===== src/common/lsu_pkg.sv =====
package lsu_pkg;

    // Datapath sizes.
    localparam int DATA_W      = 32;
    localparam int ADDR_W      = 10;                    // Byte address at the top ports.
    localparam int WORD_ADDR_W = 8;                     // 256 words in the RAM.
    localparam int OFF_W       = ADDR_W - WORD_ADDR_W;  // Byte offset within a word.
    localparam int BE_W        = DATA_W / 8;

    // Flow control and queue sizes.
    localparam int QUEUE_DEPTH = 2;                     // Also the initial credit count.
    localparam int QPTR_W      = $clog2(QUEUE_DEPTH);
    localparam int QCNT_W      = $clog2(QUEUE_DEPTH + 1);
    localparam int PEND_DEPTH  = QUEUE_DEPTH + 1;       // Queue entries plus the RAM stage.
    localparam int PPTR_W      = $clog2(PEND_DEPTH);
    localparam int CREDIT_W    = 2;

    localparam logic [PPTR_W-1:0]   PEND_LAST   = PPTR_W'(PEND_DEPTH - 1);
    localparam logic [CREDIT_W-1:0] CREDIT_INIT = CREDIT_W'(QUEUE_DEPTH);

    // Loads first, then stores, so a store is any op from LS_SB up.
    typedef enum logic [2:0] {
        LS_LB  = 3'd0,
        LS_LBU = 3'd1,
        LS_LH  = 3'd2,
        LS_LHU = 3'd3,
        LS_LW  = 3'd4,
        LS_SB  = 3'd5,
        LS_SH  = 3'd6,
        LS_SW  = 3'd7
    } ls_op_e;

    typedef enum logic {
        PORT_0 = 1'b0,
        PORT_1 = 1'b1
    } port_e;

endpackage


===== src/lsu/lsu.sv =====
`timescale 1ns/1ps

module lsu (
    input  logic                            clk,
    input  logic                            rst_n,
    input  logic                            req_valid,
    input  lsu_pkg::ls_op_e                 req_op,
    input  logic [lsu_pkg::ADDR_W-1:0]      req_addr,
    input  logic [lsu_pkg::DATA_W-1:0]      req_wdata,
    output logic                            req_ready,
    output logic                            resp_valid,
    output logic [lsu_pkg::DATA_W-1:0]      resp_data,
    output logic                            cmd_valid,
    output logic                            cmd_we,
    output logic [lsu_pkg::BE_W-1:0]        cmd_be,
    output logic [lsu_pkg::WORD_ADDR_W-1:0] cmd_addr,
    output logic [lsu_pkg::DATA_W-1:0]      cmd_wdata,
    input  logic                            credit_return,
    input  logic                            rsp_valid,
    input  logic [lsu_pkg::DATA_W-1:0]      rsp_rdata
);

    logic [lsu_pkg::CREDIT_W-1:0] credits;
    logic                         accept;
    logic                         is_store;
    logic [lsu_pkg::OFF_W-1:0]    req_off;

    lsu_pkg::ls_op_e              pend_op  [lsu_pkg::PEND_DEPTH];
    logic [lsu_pkg::OFF_W-1:0]    pend_off [lsu_pkg::PEND_DEPTH];
    logic [lsu_pkg::PPTR_W-1:0]   pend_wr_ptr;
    logic [lsu_pkg::PPTR_W-1:0]   pend_rd_ptr;
    lsu_pkg::ls_op_e              head_op;
    logic [lsu_pkg::OFF_W-1:0]    head_off;
    logic [7:0]                   rsp_byte;
    logic [15:0]                  rsp_half;

    assign req_ready = (credits != '0);  // A credit is held.
    assign accept    = req_valid && req_ready;
    assign is_store  = req_op inside {lsu_pkg::LS_SB, lsu_pkg::LS_SH, lsu_pkg::LS_SW};
    assign req_off   = req_addr[lsu_pkg::OFF_W-1:0];

    assign cmd_valid = accept;
    assign cmd_we    = is_store;
    assign cmd_addr  = req_addr[lsu_pkg::ADDR_W-1:lsu_pkg::OFF_W];

    always_comb begin
        cmd_be    = '0;
        cmd_wdata = req_wdata;
        case (req_op)
            lsu_pkg::LS_SB: begin
                cmd_be    = {{(lsu_pkg::BE_W-1){1'b0}}, 1'b1} << req_off;
                cmd_wdata = {4{req_wdata[7:0]}};
            end
            lsu_pkg::LS_SH: begin
                cmd_be    = req_off[1] ? 4'b1100 : 4'b0011;  // Bit 0 is ignored.
                cmd_wdata = {2{req_wdata[15:0]}};
            end
            lsu_pkg::LS_SW: begin
                cmd_be    = '1;
            end
            default: ;
        endcase
    end

    always_ff @(posedge clk) begin
        if (!rst_n) begin
            credits <= lsu_pkg::CREDIT_INIT;
        end else begin
            case ({accept, credit_return})
                2'b10:   credits <= credits - 1'b1;
                2'b01:   credits <= credits + 1'b1;
                default: ;
            endcase
        end
    end

    // Pending loads, popped in order as read data comes back.
    always_ff @(posedge clk) begin
        if (accept && !is_store) begin
            pend_op[pend_wr_ptr]  <= req_op;
            pend_off[pend_wr_ptr] <= req_off;
        end
    end

    always_ff @(posedge clk) begin
        if (!rst_n) begin
            pend_wr_ptr <= '0;
            pend_rd_ptr <= '0;
        end else begin
            if (accept && !is_store) begin
                pend_wr_ptr <= (pend_wr_ptr == lsu_pkg::PEND_LAST) ? '0 : pend_wr_ptr + 1'b1;
            end
            if (rsp_valid) begin
                pend_rd_ptr <= (pend_rd_ptr == lsu_pkg::PEND_LAST) ? '0 : pend_rd_ptr + 1'b1;
            end
        end
    end

    assign head_op  = pend_op[pend_rd_ptr];
    assign head_off = pend_off[pend_rd_ptr];
    assign rsp_byte = rsp_rdata[{head_off, 3'b000} +: 8];
    assign rsp_half = head_off[1] ? rsp_rdata[31:16] : rsp_rdata[15:0];

    always_comb begin
        case (head_op)
            lsu_pkg::LS_LB:  resp_data = {{24{rsp_byte[7]}}, rsp_byte};
            lsu_pkg::LS_LBU: resp_data = {24'b0, rsp_byte};
            lsu_pkg::LS_LH:  resp_data = {{16{rsp_half[15]}}, rsp_half};
            lsu_pkg::LS_LHU: resp_data = {16'b0, rsp_half};
            default:         resp_data = rsp_rdata;
        endcase
    end

    assign resp_valid = rsp_valid;

endmodule


===== config.mk =====
export PLATFORM = sky130hd
export DESIGN_NAME = lsu
export DESIGN_NICKNAME = d
export VERILOG_FILES = /design/src/common/lsu_pkg.sv /design/src/lsu/lsu.sv
export SDC_FILE = /design/constraint.sdc
export NUM_CORES = 1
export LEC_CHECK = 0
export BUFFER_PORTS_ARGS = -buffer_cell sky130_fd_sc_hd__buf_2
export CAP_MARGIN = 10
export CORE_MARGIN = 3
export CORE_UTILIZATION = 25
export CTS_BUF_LIST = sky130_fd_sc_hd__clkbuf_8
export DETAILED_ROUTE_END_ITERATION = 10
export PLACE_DENSITY_LB_ADDON = 0.15
export SLEW_MARGIN = 30
export SYNTH_ARGS = -nofsm -noshare
export SYNTH_HDL_FRONTEND = slang
export SYNTH_SLANG_ARGS = --single-unit

===== constraint.sdc =====
create_clock -name clk -period 2.1 [get_ports clk]
set_input_delay 0.42 -clock clk [delete_from_list [all_inputs] [get_ports clk]]
set_output_delay 0.42 -clock clk [all_outputs]
set_load 0.01 [all_outputs]

* After elaboration in Yosys (flattened, before gate mapping)
Memories as Yosys holds them, arrays and structs flattened. A register that Yosys moved wholly into a read port is not among the register bits.
Index checks and enable logic that the tools add are counted.
** Word-level totals
- Output and inout bits :: 80
- Input bits :: 82
- Word-level logic and storage cells :: 42
- Memories kept :: 2
- Bits in writable memories :: 15
- Register bits :: 6
** Memories
- pend_op :: words 3, width 3, read ports 1, clocked after Yosys merged registers in 1, write ports 1, line lsu.sv:28 : lsu_pkg::ls_op_e pend_op [lsu_pkg::PEND_DEPTH];
- pend_off :: words 3, width 2, read ports 1, clocked after Yosys merged registers in 1, write ports 1, line lsu.sv:29 : logic [lsu_pkg::OFF_W-1:0] pend_off [lsu_pkg::PEND_DEPTH];
** Operators by class
- Equal/unequal tests :: 10
- $add $sub $neg :: 4
- Reductions and logical operators :: 7
- Muxes and demuxes :: 14
- Shift operators :: 2
** Operator list (count)
- case mux 32 bit (4 select lines) :: 1
- case mux 32 bit (2 select lines) :: 1
- variable part select 32 x 6 -> 8 bit :: 1
- two-way mux 16 bit :: 1
- two-way mux 2 bit :: 6
- case mux 4 bit (3 select lines) :: 1
- == test 3 bit (second input constant) :: 3
- adder 2 x 1 -> 2 bit (second input constant) :: 3
- == test 2 bit (second input constant) :: 3
- == test 3 x 2 -> 1 bit (second input constant) :: 2
- two-way mux 4 bit :: 1
- case mux 2 bit (2 select lines) :: 1
- nonzero test 2 bit :: 2
- << shifter 1 x 2 -> 4 bit (first input constant) :: 1
- == test 3 x 1 -> 1 bit (second input constant) :: 1
- logical NOT 3 bit :: 1
- nonzero test 3 bit :: 1
- == test 2 x 1 -> 1 bit (second input constant) :: 1
- logical AND 1 bit :: 2
- two-way mux 1 bit :: 2
- subtractor 2 x 1 -> 2 bit (second input constant) :: 1
- logical NOT 1 bit :: 1

* Depth between registers and ports, before layout
- Depth in word-level cells :: 6
- Gate-level depth with buffers :: 8
- Depth with buffers taken out :: 7

* Worst setup path after synthesis
OpenSTA, ideal clock, no wires.
- Path type :: reg-to-output
- Start point :: register (tool-made name)
- End point :: output resp_data[12] (netlist bit)
- Data required time :: 1.680 ns
- Path buffers :: 3
- Slack :: -0.108 ns
- Cell stages (with the launch flop) :: 8
- Arrival time :: 1.788 ns
- Cell sequence :: dfxtp_1 -> buf_4 -> buf_2 -> nor2b_1 -> a21o_1 -> buf_2 -> mux2_2 -> a221o_1
** RTL lines
- end: declaration :: line lsu.sv:12 : output logic [lsu_pkg::DATA_W-1:0] resp_data,

==> reports/qor.csv <==
stage;metric;value;unit
global_route;total gr overflow;0;
clocking;hold_buf cts;0;
run;number of max-cap violations;0;
critical_path;crit path launch type;register;
finish;Post-Layout Cell Count;494;
clocking;Inserted Clock Buffers;3;
finish;Fillers;803;
placement;post-DP HPWL;5460;µm
synth;cell with the most instances after synthesis;mux2_2;
clocking;clk buf depth;2;
global_route;number of antenna violations at the first check in global routing;0;
timing;Relative slew margins;0.749;
synth;post-synthesis cell type count;44;
finish;# diodes;0;
global_route;first-pass GRT wire length;11100;µm
timing;fmax;397;MHz
min_path;Worst Hold Class;input port to register;
routing;Routed WL;7030;µm
placement;Port-buffer cells;145;
critical_path;Required @ worst endpoint;1.68;ns
finish;nets;476;
synth;top cells by area, synth;edfxtp_1 (21%), mux2_2 (11%), mux2i_1 (8.5%);
status;status;finished with violations;
floorplanning;number of I/O pins;162;
synth;Synth Flop Type;edfxtp_1;
power_and_ir_drop;Max VDD drop;0.265;mV
clocking;H-tree Lvls;1;
timing;Clock Skew;0.00302;ns
synth;post-synthesis async set-or-reset flop share;0;
global_route;vias in the first global route;2270;
placement;# placed instances;483;
timing;fin crit period;2.52;ns
clocking;clock tree root driver cell;clkbuf_8;
critical_path;crit path DAT;2.10;ns
critical_path;worst-path fanout max;5;
finish;share of layout cells above drive strength 1;0.597;
clocking;Worst-Skew Late Latency;0.26;ns
synth;Yosys Warn Count;0;
power_and_ir_drop;Pwr Density;543;nW/µm²
synth;register area share after synthesis;0.288;
synth;EDFF count, synth;15;
timing;Slew @ Worst Pin;0.377;ns
clocking;CTS tree;yes;
timing;Setup WS post-layout;-0.417;ns
timing;Tcrit/Tclk final;1.20;
floorplanning;starting density of the core;0.266;
global_route;GRT Resource Usage Total;0.139;
critical_path;kind of critical path;register to primary output;
status;failing checks;setup timing;
timing;TNS Setup;-11.60;ns
routing;DR vias/cell;4.81;
clocking;clk sinks;23;
floorplanning;Die Y;98.1;µm
finish;Layout area overhead;55.0;%
power_and_ir_drop;leakage power figure;0.00165;µW
synth;Syn Inst Count;233;
routing;antenna viol nets, final;0;
critical_path;Worst setup EP type;primary output;
synth;Yosys top cell by area;edfxtp_1;
synth;area share of the largest cell type after synthesis;0.213;
routing;DRC violations left;0;
routing;routed len/inst;14.2;µm
synth;Avg Synthesized Cell Area;9.10;µm²
timing;Slew Limit Fails;0;
global_route;largest net degree at the start of global routing;17;
power_and_ir_drop;overall power;1790;µW
floorplanning;Die Wd;98.1;µm
timing;RSZ-0062 raised after global routing;yes;
timing;final hold violations;0;
floorplanning;Cell Rows;32;
synth;Synth Cell Area;2120;µm²
floorplanning;Core ar.;7970;µm²
clocking;CTS clock-pin slew for the worst setup and hold paths;0.08;ns
placement;Final Wtd Congestion;0.820;
floorplanning;Die Area;9620;µm²
routing;vias;2376;
timing;Final setup viols;32;
routing;Iteration-0 DRC Markers;62;
synth;register bit count reported by yosys;23;
synth;Mapped Nets;316;
routing;TritonRoute pass-1 iters;4;
## area by class of cell
cell class	instances	area, µm²	area share
Multi-Input combinational cell	175	1370	0.418
Timing Repair Buffer	187	1110	0.339
Clock buffer	3	41.3	0.0126
Inverter	3	11.3	0.00343
Sequential cell	23	614	0.187
Tap cell	102	128	0.0388
Clock inverter	1	5.00	0.00152
## through the flow
step | utilization | cell area, µm² | setup slack [ns] | hold slack (ns)
global placement | 0.386 | 3070 | -0.240 | 0.485
floorplan | - | 2150 | -0.0581 | 0.471
detailed placement | 0.386 | 3070 | -0.261 | 0.494
CTS | 0.407 | 3240 | -0.413 | 0.379
finish | 0.412 | 3290 | -0.417 | 0.382
global route | 0.412 | 3290 | -0.495 | 0.411
## path summary, 6_finish.rpt
| kind | from | end | slack [ns] | cells past startpoint |
|---|---|---|---|---|
| setup reg to reg | credits[0]$_SDFFE_PN0P_ | pend_op[1][2]$_DFFE_PP_ | 0.58 | 6 |
| hold / removal | rst_n | credits[1]$_SDFFE_PN1P_ | 0.38 | 2 |
| setup / recovery | register | resp_data[13] | -0.42 | 6 |
| hold reg to reg | credits[1]$_SDFFE_PN1P_ | credits[1]$_SDFFE_PN1P_ | 0.51 | 2 |
## sequential cells by signal, summed over array words and instances (netlist names), named ones only
register	cells
credits	2
pend_off	6
pend_op	9
pend_rd_ptr	2
pend_wr_ptr	2
## critical path: stages (launching register included)
cell     delay [ns]
dfxtp_4        0.39
mux2i_4        0.31
a21o_4         0.21
buf_12         0.13
mux2_2         0.34
a221o_1        0.30
buf_2          0.14
## cell usage in the layout, fill, tap and decap left out, types with 7 or more instances in the layout
cell type    n
mux2i_1     14
nand2_1      7
nor2b_1      7
edfxtp_1    15
mux2_2      17
dfxtp_1      7
buf_2      145
buf_4       34
o22ai_1      8
a21oi_1     17
nor2_1      17
a21o_1      17
## layer usage
| layer | track usage | wire [µm] | vias up |
|---|---|---|---|
| met5 | 0 | 0 | - |
| met4 | 0.0479 | 149 | 0 |
| met3 | 0.0271 | 589 | 12 |
| met2 | 0.255 | 3550 | 116 |
| met1 | 0.159 | 2740 | 1078 |
| li1 | - | - | 1170 |
## repair_timing
| action | in CTS | in global routing |
|---|---|---|
| cloned | 2 | 0 |
| setup buffers | 4 | 1 |
| endpoints found under the setup margin | 32 | 32 |
| resized for setup | 14 | 10 |
| pin swaps | 7 | 3 |
## cell families (layout without fill, tap and decap cells)
logic type | count (synthesis) | count (layout) | share of synthesized area
buf+inv | 36 | 194 | 0.106
compound gates | 73 | 74 | 0.234
fa+ha+maj | 1 | 1 | 0.00590
simple gates | 58 | 58 | 0.145
mux | 40 | 40 | 0.213
flops | 23 | 23 | 0.288
xor+xnor | 2 | 2 | 0.00827
## report_power, final
group          switching [µW]  total, µW  internal [µW]
sequential               24.0        541            517
clock                     130        263            132
combinational             473        982            509
total                     628       1790           1160
(Power assumes the default switching activity.)
