`src/common/lsu_pkg.sv`:
```
package lsu_pkg;

    // Datapath sizes.
    localparam int DATA_W      = 32;
    localparam int ADDR_W      = 10;                    // Byte address at the top ports.
    localparam int WORD_ADDR_W = 8;                     // 256 words in the RAM.
    localparam int OFF_W       = ADDR_W - WORD_ADDR_W;  // Byte offset within a word.
    localparam int BE_W        = DATA_W / 8;

    // Flow control and queue sizes.
    localparam int QUEUE_DEPTH = 2;                     // Also the initial credit count.
    localparam int QPTR_W      = $clog2(QUEUE_DEPTH);
    localparam int QCNT_W      = $clog2(QUEUE_DEPTH + 1);
    localparam int PEND_DEPTH  = QUEUE_DEPTH + 1;       // Queue entries plus the RAM stage.
    localparam int PPTR_W      = $clog2(PEND_DEPTH);
    localparam int CREDIT_W    = 2;

    localparam logic [PPTR_W-1:0]   PEND_LAST   = PPTR_W'(PEND_DEPTH - 1);
    localparam logic [CREDIT_W-1:0] CREDIT_INIT = CREDIT_W'(QUEUE_DEPTH);

    // Loads first, then stores, so a store is any op from LS_SB up.
    typedef enum logic [2:0] {
        LS_LB  = 3'd0,
        LS_LBU = 3'd1,
        LS_LH  = 3'd2,
        LS_LHU = 3'd3,
        LS_LW  = 3'd4,
        LS_SB  = 3'd5,
        LS_SH  = 3'd6,
        LS_SW  = 3'd7
    } ls_op_e;

    typedef enum logic {
        PORT_0 = 1'b0,
        PORT_1 = 1'b1
    } port_e;

endpackage

```
`src/ram_arbiter/ram_arbiter.sv`:
```
`timescale 1ns/1ps

module ram_arbiter (
    input  logic                            clk,
    input  logic                            rst_n,
    input  logic                            p0_cmd_valid,
    input  logic                            p0_cmd_we,
    input  logic [lsu_pkg::BE_W-1:0]        p0_cmd_be,
    input  logic [lsu_pkg::WORD_ADDR_W-1:0] p0_cmd_addr,
    input  logic [lsu_pkg::DATA_W-1:0]      p0_cmd_wdata,
    output logic                            p0_credit_return,
    output logic                            p0_rsp_valid,
    output logic [lsu_pkg::DATA_W-1:0]      p0_rsp_rdata,
    input  logic                            p1_cmd_valid,
    input  logic                            p1_cmd_we,
    input  logic [lsu_pkg::BE_W-1:0]        p1_cmd_be,
    input  logic [lsu_pkg::WORD_ADDR_W-1:0] p1_cmd_addr,
    input  logic [lsu_pkg::DATA_W-1:0]      p1_cmd_wdata,
    output logic                            p1_credit_return,
    output logic                            p1_rsp_valid,
    output logic [lsu_pkg::DATA_W-1:0]      p1_rsp_rdata,
    output logic                            ram_en,
    output logic                            ram_we,
    output logic [lsu_pkg::BE_W-1:0]        ram_be,
    output logic [lsu_pkg::WORD_ADDR_W-1:0] ram_addr,
    output logic [lsu_pkg::DATA_W-1:0]      ram_wdata,
    output lsu_pkg::port_e                  ram_tag,
    input  logic                            rd_valid,
    input  lsu_pkg::port_e                  rd_tag,
    input  logic [lsu_pkg::DATA_W-1:0]      rd_data
);

    logic                            p0_empty, p0_head_we, p0_pop;
    logic [lsu_pkg::BE_W-1:0]        p0_head_be;
    logic [lsu_pkg::WORD_ADDR_W-1:0] p0_head_addr;
    logic [lsu_pkg::DATA_W-1:0]      p0_head_wdata;
    logic                            p1_empty, p1_head_we, p1_pop;
    logic [lsu_pkg::BE_W-1:0]        p1_head_be;
    logic [lsu_pkg::WORD_ADDR_W-1:0] p1_head_addr;
    logic [lsu_pkg::DATA_W-1:0]      p1_head_wdata;
    logic                            grant_valid;
    lsu_pkg::port_e                  grant_port;
    lsu_pkg::port_e                  last_grant;

    req_queue p0_queue_inst (
        .clk(clk), .rst_n(rst_n),
        .push(p0_cmd_valid), .push_we(p0_cmd_we), .push_be(p0_cmd_be),
        .push_addr(p0_cmd_addr), .push_wdata(p0_cmd_wdata), .pop(p0_pop),
        .empty(p0_empty), .head_we(p0_head_we), .head_be(p0_head_be),
        .head_addr(p0_head_addr), .head_wdata(p0_head_wdata)
    );

    req_queue p1_queue_inst (
        .clk(clk), .rst_n(rst_n),
        .push(p1_cmd_valid), .push_we(p1_cmd_we), .push_be(p1_cmd_be),
        .push_addr(p1_cmd_addr), .push_wdata(p1_cmd_wdata), .pop(p1_pop),
        .empty(p1_empty), .head_we(p1_head_we), .head_be(p1_head_be),
        .head_addr(p1_head_addr), .head_wdata(p1_head_wdata)
    );

    // Round robin. On a tie the port not granted last wins.
    always_comb begin
        grant_valid = !p0_empty || !p1_empty;
        if (!p0_empty && !p1_empty) begin
            grant_port = (last_grant == lsu_pkg::PORT_0) ? lsu_pkg::PORT_1 : lsu_pkg::PORT_0;
        end else if (!p1_empty) begin
            grant_port = lsu_pkg::PORT_1;
        end else begin
            grant_port = lsu_pkg::PORT_0;
        end
    end

    always_ff @(posedge clk) begin
        if (!rst_n) begin
            last_grant <= lsu_pkg::PORT_1;  // Port 0 goes first.
        end else if (grant_valid) begin
            last_grant <= grant_port;
        end
    end

    assign p0_pop           = grant_valid && (grant_port == lsu_pkg::PORT_0);
    assign p1_pop           = grant_valid && (grant_port == lsu_pkg::PORT_1);
    assign p0_credit_return = p0_pop;  // The freed entry is a credit.
    assign p1_credit_return = p1_pop;

    assign ram_en    = grant_valid;
    assign ram_tag   = grant_port;
    assign ram_we    = p1_pop ? p1_head_we    : p0_head_we;
    assign ram_be    = p1_pop ? p1_head_be    : p0_head_be;
    assign ram_addr  = p1_pop ? p1_head_addr  : p0_head_addr;
    assign ram_wdata = p1_pop ? p1_head_wdata : p0_head_wdata;

    assign p0_rsp_valid = rd_valid && (rd_tag == lsu_pkg::PORT_0);
    assign p1_rsp_valid = rd_valid && (rd_tag == lsu_pkg::PORT_1);
    assign p0_rsp_rdata = rd_data;
    assign p1_rsp_rdata = rd_data;

endmodule

```
`src/ram_arbiter/req_queue.sv`:
```
`timescale 1ns/1ps

module req_queue (
    input  logic                            clk,
    input  logic                            rst_n,
    input  logic                            push,
    input  logic                            push_we,
    input  logic [lsu_pkg::BE_W-1:0]        push_be,
    input  logic [lsu_pkg::WORD_ADDR_W-1:0] push_addr,
    input  logic [lsu_pkg::DATA_W-1:0]      push_wdata,
    input  logic                            pop,
    output logic                            empty,
    output logic                            head_we,
    output logic [lsu_pkg::BE_W-1:0]        head_be,
    output logic [lsu_pkg::WORD_ADDR_W-1:0] head_addr,
    output logic [lsu_pkg::DATA_W-1:0]      head_wdata
);

    logic                            ent_we    [lsu_pkg::QUEUE_DEPTH];
    logic [lsu_pkg::BE_W-1:0]        ent_be    [lsu_pkg::QUEUE_DEPTH];
    logic [lsu_pkg::WORD_ADDR_W-1:0] ent_addr  [lsu_pkg::QUEUE_DEPTH];
    logic [lsu_pkg::DATA_W-1:0]      ent_wdata [lsu_pkg::QUEUE_DEPTH];
    logic [lsu_pkg::QPTR_W-1:0]      wr_ptr;
    logic [lsu_pkg::QPTR_W-1:0]      rd_ptr;
    logic [lsu_pkg::QCNT_W-1:0]      count;

    always_ff @(posedge clk) begin
        if (push) begin
            ent_we[wr_ptr]    <= push_we;
            ent_be[wr_ptr]    <= push_be;
            ent_addr[wr_ptr]  <= push_addr;
            ent_wdata[wr_ptr] <= push_wdata;
        end
    end

    // Depth is a power of two, so the pointers wrap on their own.
    always_ff @(posedge clk) begin
        if (!rst_n) begin
            wr_ptr <= '0;
            rd_ptr <= '0;
            count  <= '0;
        end else begin
            if (push) wr_ptr <= wr_ptr + 1'b1;
            if (pop)  rd_ptr <= rd_ptr + 1'b1;
            case ({push, pop})
                2'b10:   count <= count + 1'b1;
                2'b01:   count <= count - 1'b1;
                default: ;
            endcase
        end
    end

    assign empty      = (count == '0);
    assign head_we    = ent_we[rd_ptr];
    assign head_be    = ent_be[rd_ptr];
    assign head_addr  = ent_addr[rd_ptr];
    assign head_wdata = ent_wdata[rd_ptr];

endmodule

```
`config.mk`:
```
export PLATFORM = sky130hd
export DESIGN_NAME = ram_arbiter
export DESIGN_NICKNAME = d
export VERILOG_FILES = /design/src/common/lsu_pkg.sv /design/src/ram_arbiter/ram_arbiter.sv /design/src/ram_arbiter/req_queue.sv
export SDC_FILE = /design/constraint.sdc
export NUM_CORES = 1
export LEC_CHECK = 0
export ABC_AREA = 1
export BUFFER_PORTS_ARGS = -buffer_cell sky130_fd_sc_hd__buf_2
export CAP_MARGIN = 5
export CORE_MARGIN = 5
export CORE_UTILIZATION = 50
export DETAILED_ROUTE_END_ITERATION = 16
export PLACE_DENSITY = 0.87
export SKIP_CTS_REPAIR_TIMING = 1
export SLEW_MARGIN = 20
export SYNTH_ARGS = -nofsm -noshare
export SYNTH_HDL_FRONTEND = slang
export SYNTH_SLANG_ARGS = --single-unit
export TNS_END_PERCENT = 10
```
`constraint.sdc`:
```
create_clock -name clk -period 6.2 [get_ports clk]
set_input_delay 0.93 -clock clk [delete_from_list [all_inputs] [get_ports clk]]
set_output_delay 0.93 -clock clk [all_outputs]
set_load 0.005 [all_outputs]
```
Yosys cells after proc, flatten, opt, wreduce, memory -nomap -nowiden:

Memories as Yosys holds them, arrays and structs flattened. A register that Yosys moved wholly into a read port is not among the register bits.
Index checks and enable logic that the tools add are counted.
Widths: inputs -> output; s select.

* flip-flop bits (word level): 9
* RAM bits: 180
* output and inout bits: 115
* logic and storage cells: 70
* memories kept: 8

Memory list
* p0_queue_inst.ent_wdata: depth 2, bits a word 32, rd ports 1, clocked after Yosys merged registers in 1, write ports 1, RTL line req_queue.sv:22 `logic [lsu_pkg::DATA_W-1:0] ent_wdata [lsu_pkg::QUEUE_DEPTH];`
* p1_queue_inst.ent_wdata: depth 2, bits a word 32, rd ports 1, clocked after Yosys merged registers in 1, write ports 1, RTL line req_queue.sv:22
* p0_queue_inst.ent_addr: depth 2, bits a word 8, rd ports 1, clocked after Yosys merged registers in 1, write ports 1, RTL line req_queue.sv:21 `logic [lsu_pkg::WORD_ADDR_W-1:0] ent_addr [lsu_pkg::QUEUE_DEPTH];`
* p1_queue_inst.ent_addr: depth 2, bits a word 8, rd ports 1, clocked after Yosys merged registers in 1, write ports 1, RTL line req_queue.sv:21
* p0_queue_inst.ent_be: depth 2, bits a word 4, rd ports 1, clocked after Yosys merged registers in 1, write ports 1, RTL line req_queue.sv:20 `logic [lsu_pkg::BE_W-1:0] ent_be [lsu_pkg::QUEUE_DEPTH];`
* p1_queue_inst.ent_be: depth 2, bits a word 4, rd ports 1, clocked after Yosys merged registers in 1, write ports 1, RTL line req_queue.sv:20
* +2 memories

* add/subtract/negate cells: 8
* equal/unequal tests: 4
* multiplexer cells: 29
* bitwise gates (word level): 2
* reduce and logical (&&, ||, !) cells: 12

Operator list (number)
* $mux 32: 1
* $mux 1: 24
* $mux 8: 1
* $pmux 2 s2: 2
* $logic_and 1x1->1: 5
* $add 1x1->1 const B: 4
* $add 2x1->2 const B: 2
* $eq 2x1->1 const B: 2
* $eq 2x2->1 const B: 2
* $logic_not 2->1: 2
* $mux 4: 1
* $reduce_bool 2->1: 2
* $sub 2x1->2 const B: 2
* $logic_not 1->1: 2
* $not 1->1: 2
* $logic_or 1x1->1: 1

Longest topological paths before layout:

* word-level depth: 8
* mapped depth: 8
* depth with buffers taken out: 8

By module:

A second synthesis with hierarchy kept.

* cells, all modules: 574
* area total of the unflattened synthesis: 8553.2 um^2

By module, submodules not included
* req_queue: instances 2, cells an instance 173, area an instance 3669.8 um^2
* ram_arbiter: instances 1, cells an instance 228, area an instance 1213.7 um^2

Worst setup path before layout:

Ideal clock, no wire load.

* kind: input to register
* start: in p0_cmd_valid
* end: mem p0_queue_inst.ent_addr[0][0] in the netlist's numbering, enable pin
* library setup time: 449 ps
* arrival time: 2879 ps
* required time: 5751 ps
* setup slack: 2873 ps
* stages: 2
* path buffers: 0
* path through: inv_1 > nor2_1

* cells in the longest elaborated chain, start to end: 2

Ends and longest elaborated chain
* start: declaration: RTL line ram_arbiter.sv:6 `input logic p0_cmd_valid,`
* $mux 1: RTL line req_queue.sv:28 `if (push) begin`
* $mux 1 (implied by the code): RTL line req_queue.sv:31 `ent_addr[wr_ptr] <= push_addr;`
* end: declaration: RTL line req_queue.sv:21

Every way passes these cells.

Worst setup path in the final report:

* start: reg p1_queue_inst.count[1] in the netlist's numbering
* end: out ram_wdata[13] in the netlist's numbering

* cells in the longest elaborated chain, start to end: 6
* elaborated cells between the ends (all ways): 8
* those cells by class: mux: 3; reduce/logical: 5

Ends and longest elaborated chain
* start: declaration: RTL line req_queue.sv:25 `logic [lsu_pkg::QCNT_W-1:0] count;`
* start signal: assignment: RTL line req_queue.sv:46 `2'b10: count <= count + 1'b1;`
* start signal: assignment: RTL line req_queue.sv:47 `2'b01: count <= count - 1'b1;`
* $logic_not 2->1 (*): RTL line req_queue.sv:53 `assign empty = (count == '0);`
* $logic_not 1->1
* $logic_and 1x1->1: RTL line ram_arbiter.sv:64 `if (!p0_empty && !p1_empty) begin`
* $mux 1: RTL line ram_arbiter.sv:64
* $logic_and 1x1->1 (*): RTL line ram_arbiter.sv:82 `assign p1_pop = grant_valid && (grant_port == lsu_pkg::PORT_1);`
* $mux 32 (*): RTL line ram_arbiter.sv:91 `assign ram_wdata = p1_pop ? p1_head_wdata : p0_head_wdata;`
* end: declaration: RTL line ram_arbiter.sv:26 `output logic [lsu_pkg::DATA_W-1:0] ram_wdata,`

Every way passes the cells marked *; elsewhere a longest branch is shown, timed or not.

==> flow_summary.ini <==
[status]
status = finished clean

[layout]
utilization = 0.5648
layout.nets = 770
multiInputGateArea_um2 = 1829
seqCellArea_um2 = 5633
synthToLayoutAreaGrowth_pct = 11.31
fillers = 1325
insertedDiodeCount = 0
drive_gt1_frac = 0.4281

[floorplanning]
die_height_um = 139.3
chipWidth_um = 139.3
die_area_um2 = 19400
io_pins = 243
rows = 47
initial_core_util = 0.5074
fp.coreArea_um2 = 16470

[global_routing]
grt_usage = 0.1740
grt_pass1_vias = 4708
grt_max_degree = 95
antenna_found_initial = 2
grt_pass1_wl_mm = 25.79
grt_overflow_total = 0

[synth]
syn-num-nets = 691
yosysTopAreaCell = edfxtp_1
ys_ff_latch = 191
yosys_warnings = 0
synth_area_um2 = 8356
ys_types = 28
synth.area.top_cells = edfxtp_1, o211ai_2, buf_4, mux2i_1, o21ai_2
synthCells = 562
ys_seq_area_frac = 0.6733
synth_top_area_share = 0.6469
synth_area_per_cell_um2 = 14.87

[timing]
tns_ps = 0
worstMarginPinSlew_ps = 1075
hold_viol_final = 0
setup_violations = 0
fmax_ghz = 0.3193
skew_ps = 7.138
fin_ws_ps = 3068
rsz0062_at_grt = no
slew_headroom = 0.2826
drv_slew = 0
fin_crit_sh = 0.5051
period_needed_ps = 3132

[detailed_routing]
antenna_left = 0
wirelength_mm = 17.11
dr.pass1.iters = 4
drt_iter0_drc = 150
routedWlPerCell_um = 19.57
num_vias = 4462
vias_per_cell = 5.105
drc = 0

[critical_path]
cp.required_ps = 5270
start_kind = flop
cp.arrival_ps = 2200
cp_max_fo = 94
worst_setup_path_end_kind = output pin
critPathKind = reg -> out

[cts]
insertion_delay_ps = 420
cts_buffers = 17
cts_tree = done
clk_path_buf_depth = 2
cts.htree.levels = 4
clk_pin_slew_worst_paths_ps = 70
clock-root-buffer = clkbuf_16
cts.sinks = 191

[place]
portBuffers = 146
hpwl_mm = 11.43
gp_congestion = 0.8352
dpl_worst_slack_ps = 3515

[flow_run]
drv_cap = 0

[power]
ir_drop_uv = 495.5
power_leakage_nw = 3.585
cellPowerDensity_nw_per_um2 = 453.4

[hold_path]
hold_path.class = reg -> reg
power breakdown:
group	switching [mW]	total, mW	internal [mW]
sequential	0.170	1.69	1.52
clock	0.455	1.05	0.595
combinational	0.820	1.48	0.659
metrics by stage:
step	std cells	area (um2)	hold WS [ps]	power [mW]
6_report	874	9300	446.6	4.217
5_1_grt	874	9300	471.8	4.457
4_1_cts	873	9280	449.0	4.257
3_5_place_dp	841	8710	440.7	3.209
3_3_place_gp	841	8707	431.9	3.174
2_1_floorplan	562	8356	430.2	2.871
placed cells by master, fill, tap and decap left out, types with 3 or more instances in the layout:
cell type    n
o211ai_2    43
nor2_1       6
nand3_1      3
clkinv_2     3
a21oi_1      7
dfxtp_1      9
o21ai_2     45
edfxtp_1   180
clkbuf_16   17
nand2_1     55
buf_2      146
inv_1       55
o211ai_1     3
inv_6        3
mux2i_1     45
worst paths after layout:
path / slack, ps / to / start / depth (start not counted)
min: 450 / flop / p1_queue_inst.rd_ptr$_SDFFE_PN0P_ / 1
max: 3070 / ram_wdata[13] / p1_queue_inst.count[1]$_SDFFE_PN0P_ / 6
max reg2reg: 4410 / p0_queue_inst.ent_be[0][1]$_DFFE_PP_ / p0_queue_inst.wr_ptr$_SDFFE_PN0P_ / 2
min reg2reg: 450 / flop / p1_queue_inst.rd_ptr$_SDFFE_PN0P_ / 1
cell type report:
type | count | area share
clock buffer | 19 | 0.04655
clock inverter | 13 | 0.01480
inverter | 59 | 0.02435
multi-input combinational | 223 | 0.1967
sequential | 191 | 0.6057
tap | 220 | 0.02960
timing repair buffer | 149 | 0.08234
synth_stat cells:
master    count
xor2_1        1
nand3_1       3
o21ai_0       2
o21ai_1       2
nand2_4       2
edfxtp_1    180
mux2i_1      45
inv_4         1
buf_2        13
nor3_1        2
inv_1        57
a21oi_2       2
nand2_1      55
inv_2         1
buf_6         1
ha_1          1
a21oi_1       7
clkbuf_1      3
o21ai_4       1
dfxtp_1      11
nor2_1        8
buf_12        6
o21ai_2      45
nor2_2        1
clkbuf_2      1
o211ai_1      3
o211ai_2     43
buf_4        65
state kept, by name (all words and copies together), names as in the netlist, named ones only:
signal and flops:
p0_queue_inst.ent_wdata 64, p1_queue_inst.ent_wdata 64, p0_queue_inst.ent_addr 16, p1_queue_inst.ent_addr 16, p0_queue_inst.ent_be 8, p1_queue_inst.ent_be 8, p0_queue_inst.count 2, p0_queue_inst.ent_we 2
p1_queue_inst.count 2, p1_queue_inst.ent_we 2, last_grant 1, p0_queue_inst.rd_ptr 1, p0_queue_inst.wr_ptr 1, p1_queue_inst.rd_ptr 1, p1_queue_inst.wr_ptr 1
worst max-delay path: stages, from the launching register on:
cell      delay, ps
dfxtp_1         330
nor2_2          140
inv_2            90
nand2_8         620
o211ai_2        200
o21ai_2         120
buf_2           150
layer usage:
layer / global-route usage / vias up / part of all wire
li1: - / 2122 / -
met4: 0.08445 / 4 / 0.035
met2: 0.3163 / 192 / 0.54
met5: 0.002506 / - / 0.00082
met3: 0.05317 / 47 / 0.074
met1: 0.1821 / 2097 / 0.35
cells by family after synthesis:
group / count (synthesis) / share of synthesized area
multiplexers: 45 / 0.05391
XOR/XNOR: 1 / 0.001048
adder cells (fa/ha/maj): 1 / 0.001497
buffers and inverters: 148 / 0.1107
flip-flops: 191 / 0.6733
AO/OA/AOI/OAI: 105 / 0.1249
AND/OR/NAND/NOR: 71 / 0.03474
Note: power is estimated with default switching activity, not from simulation.
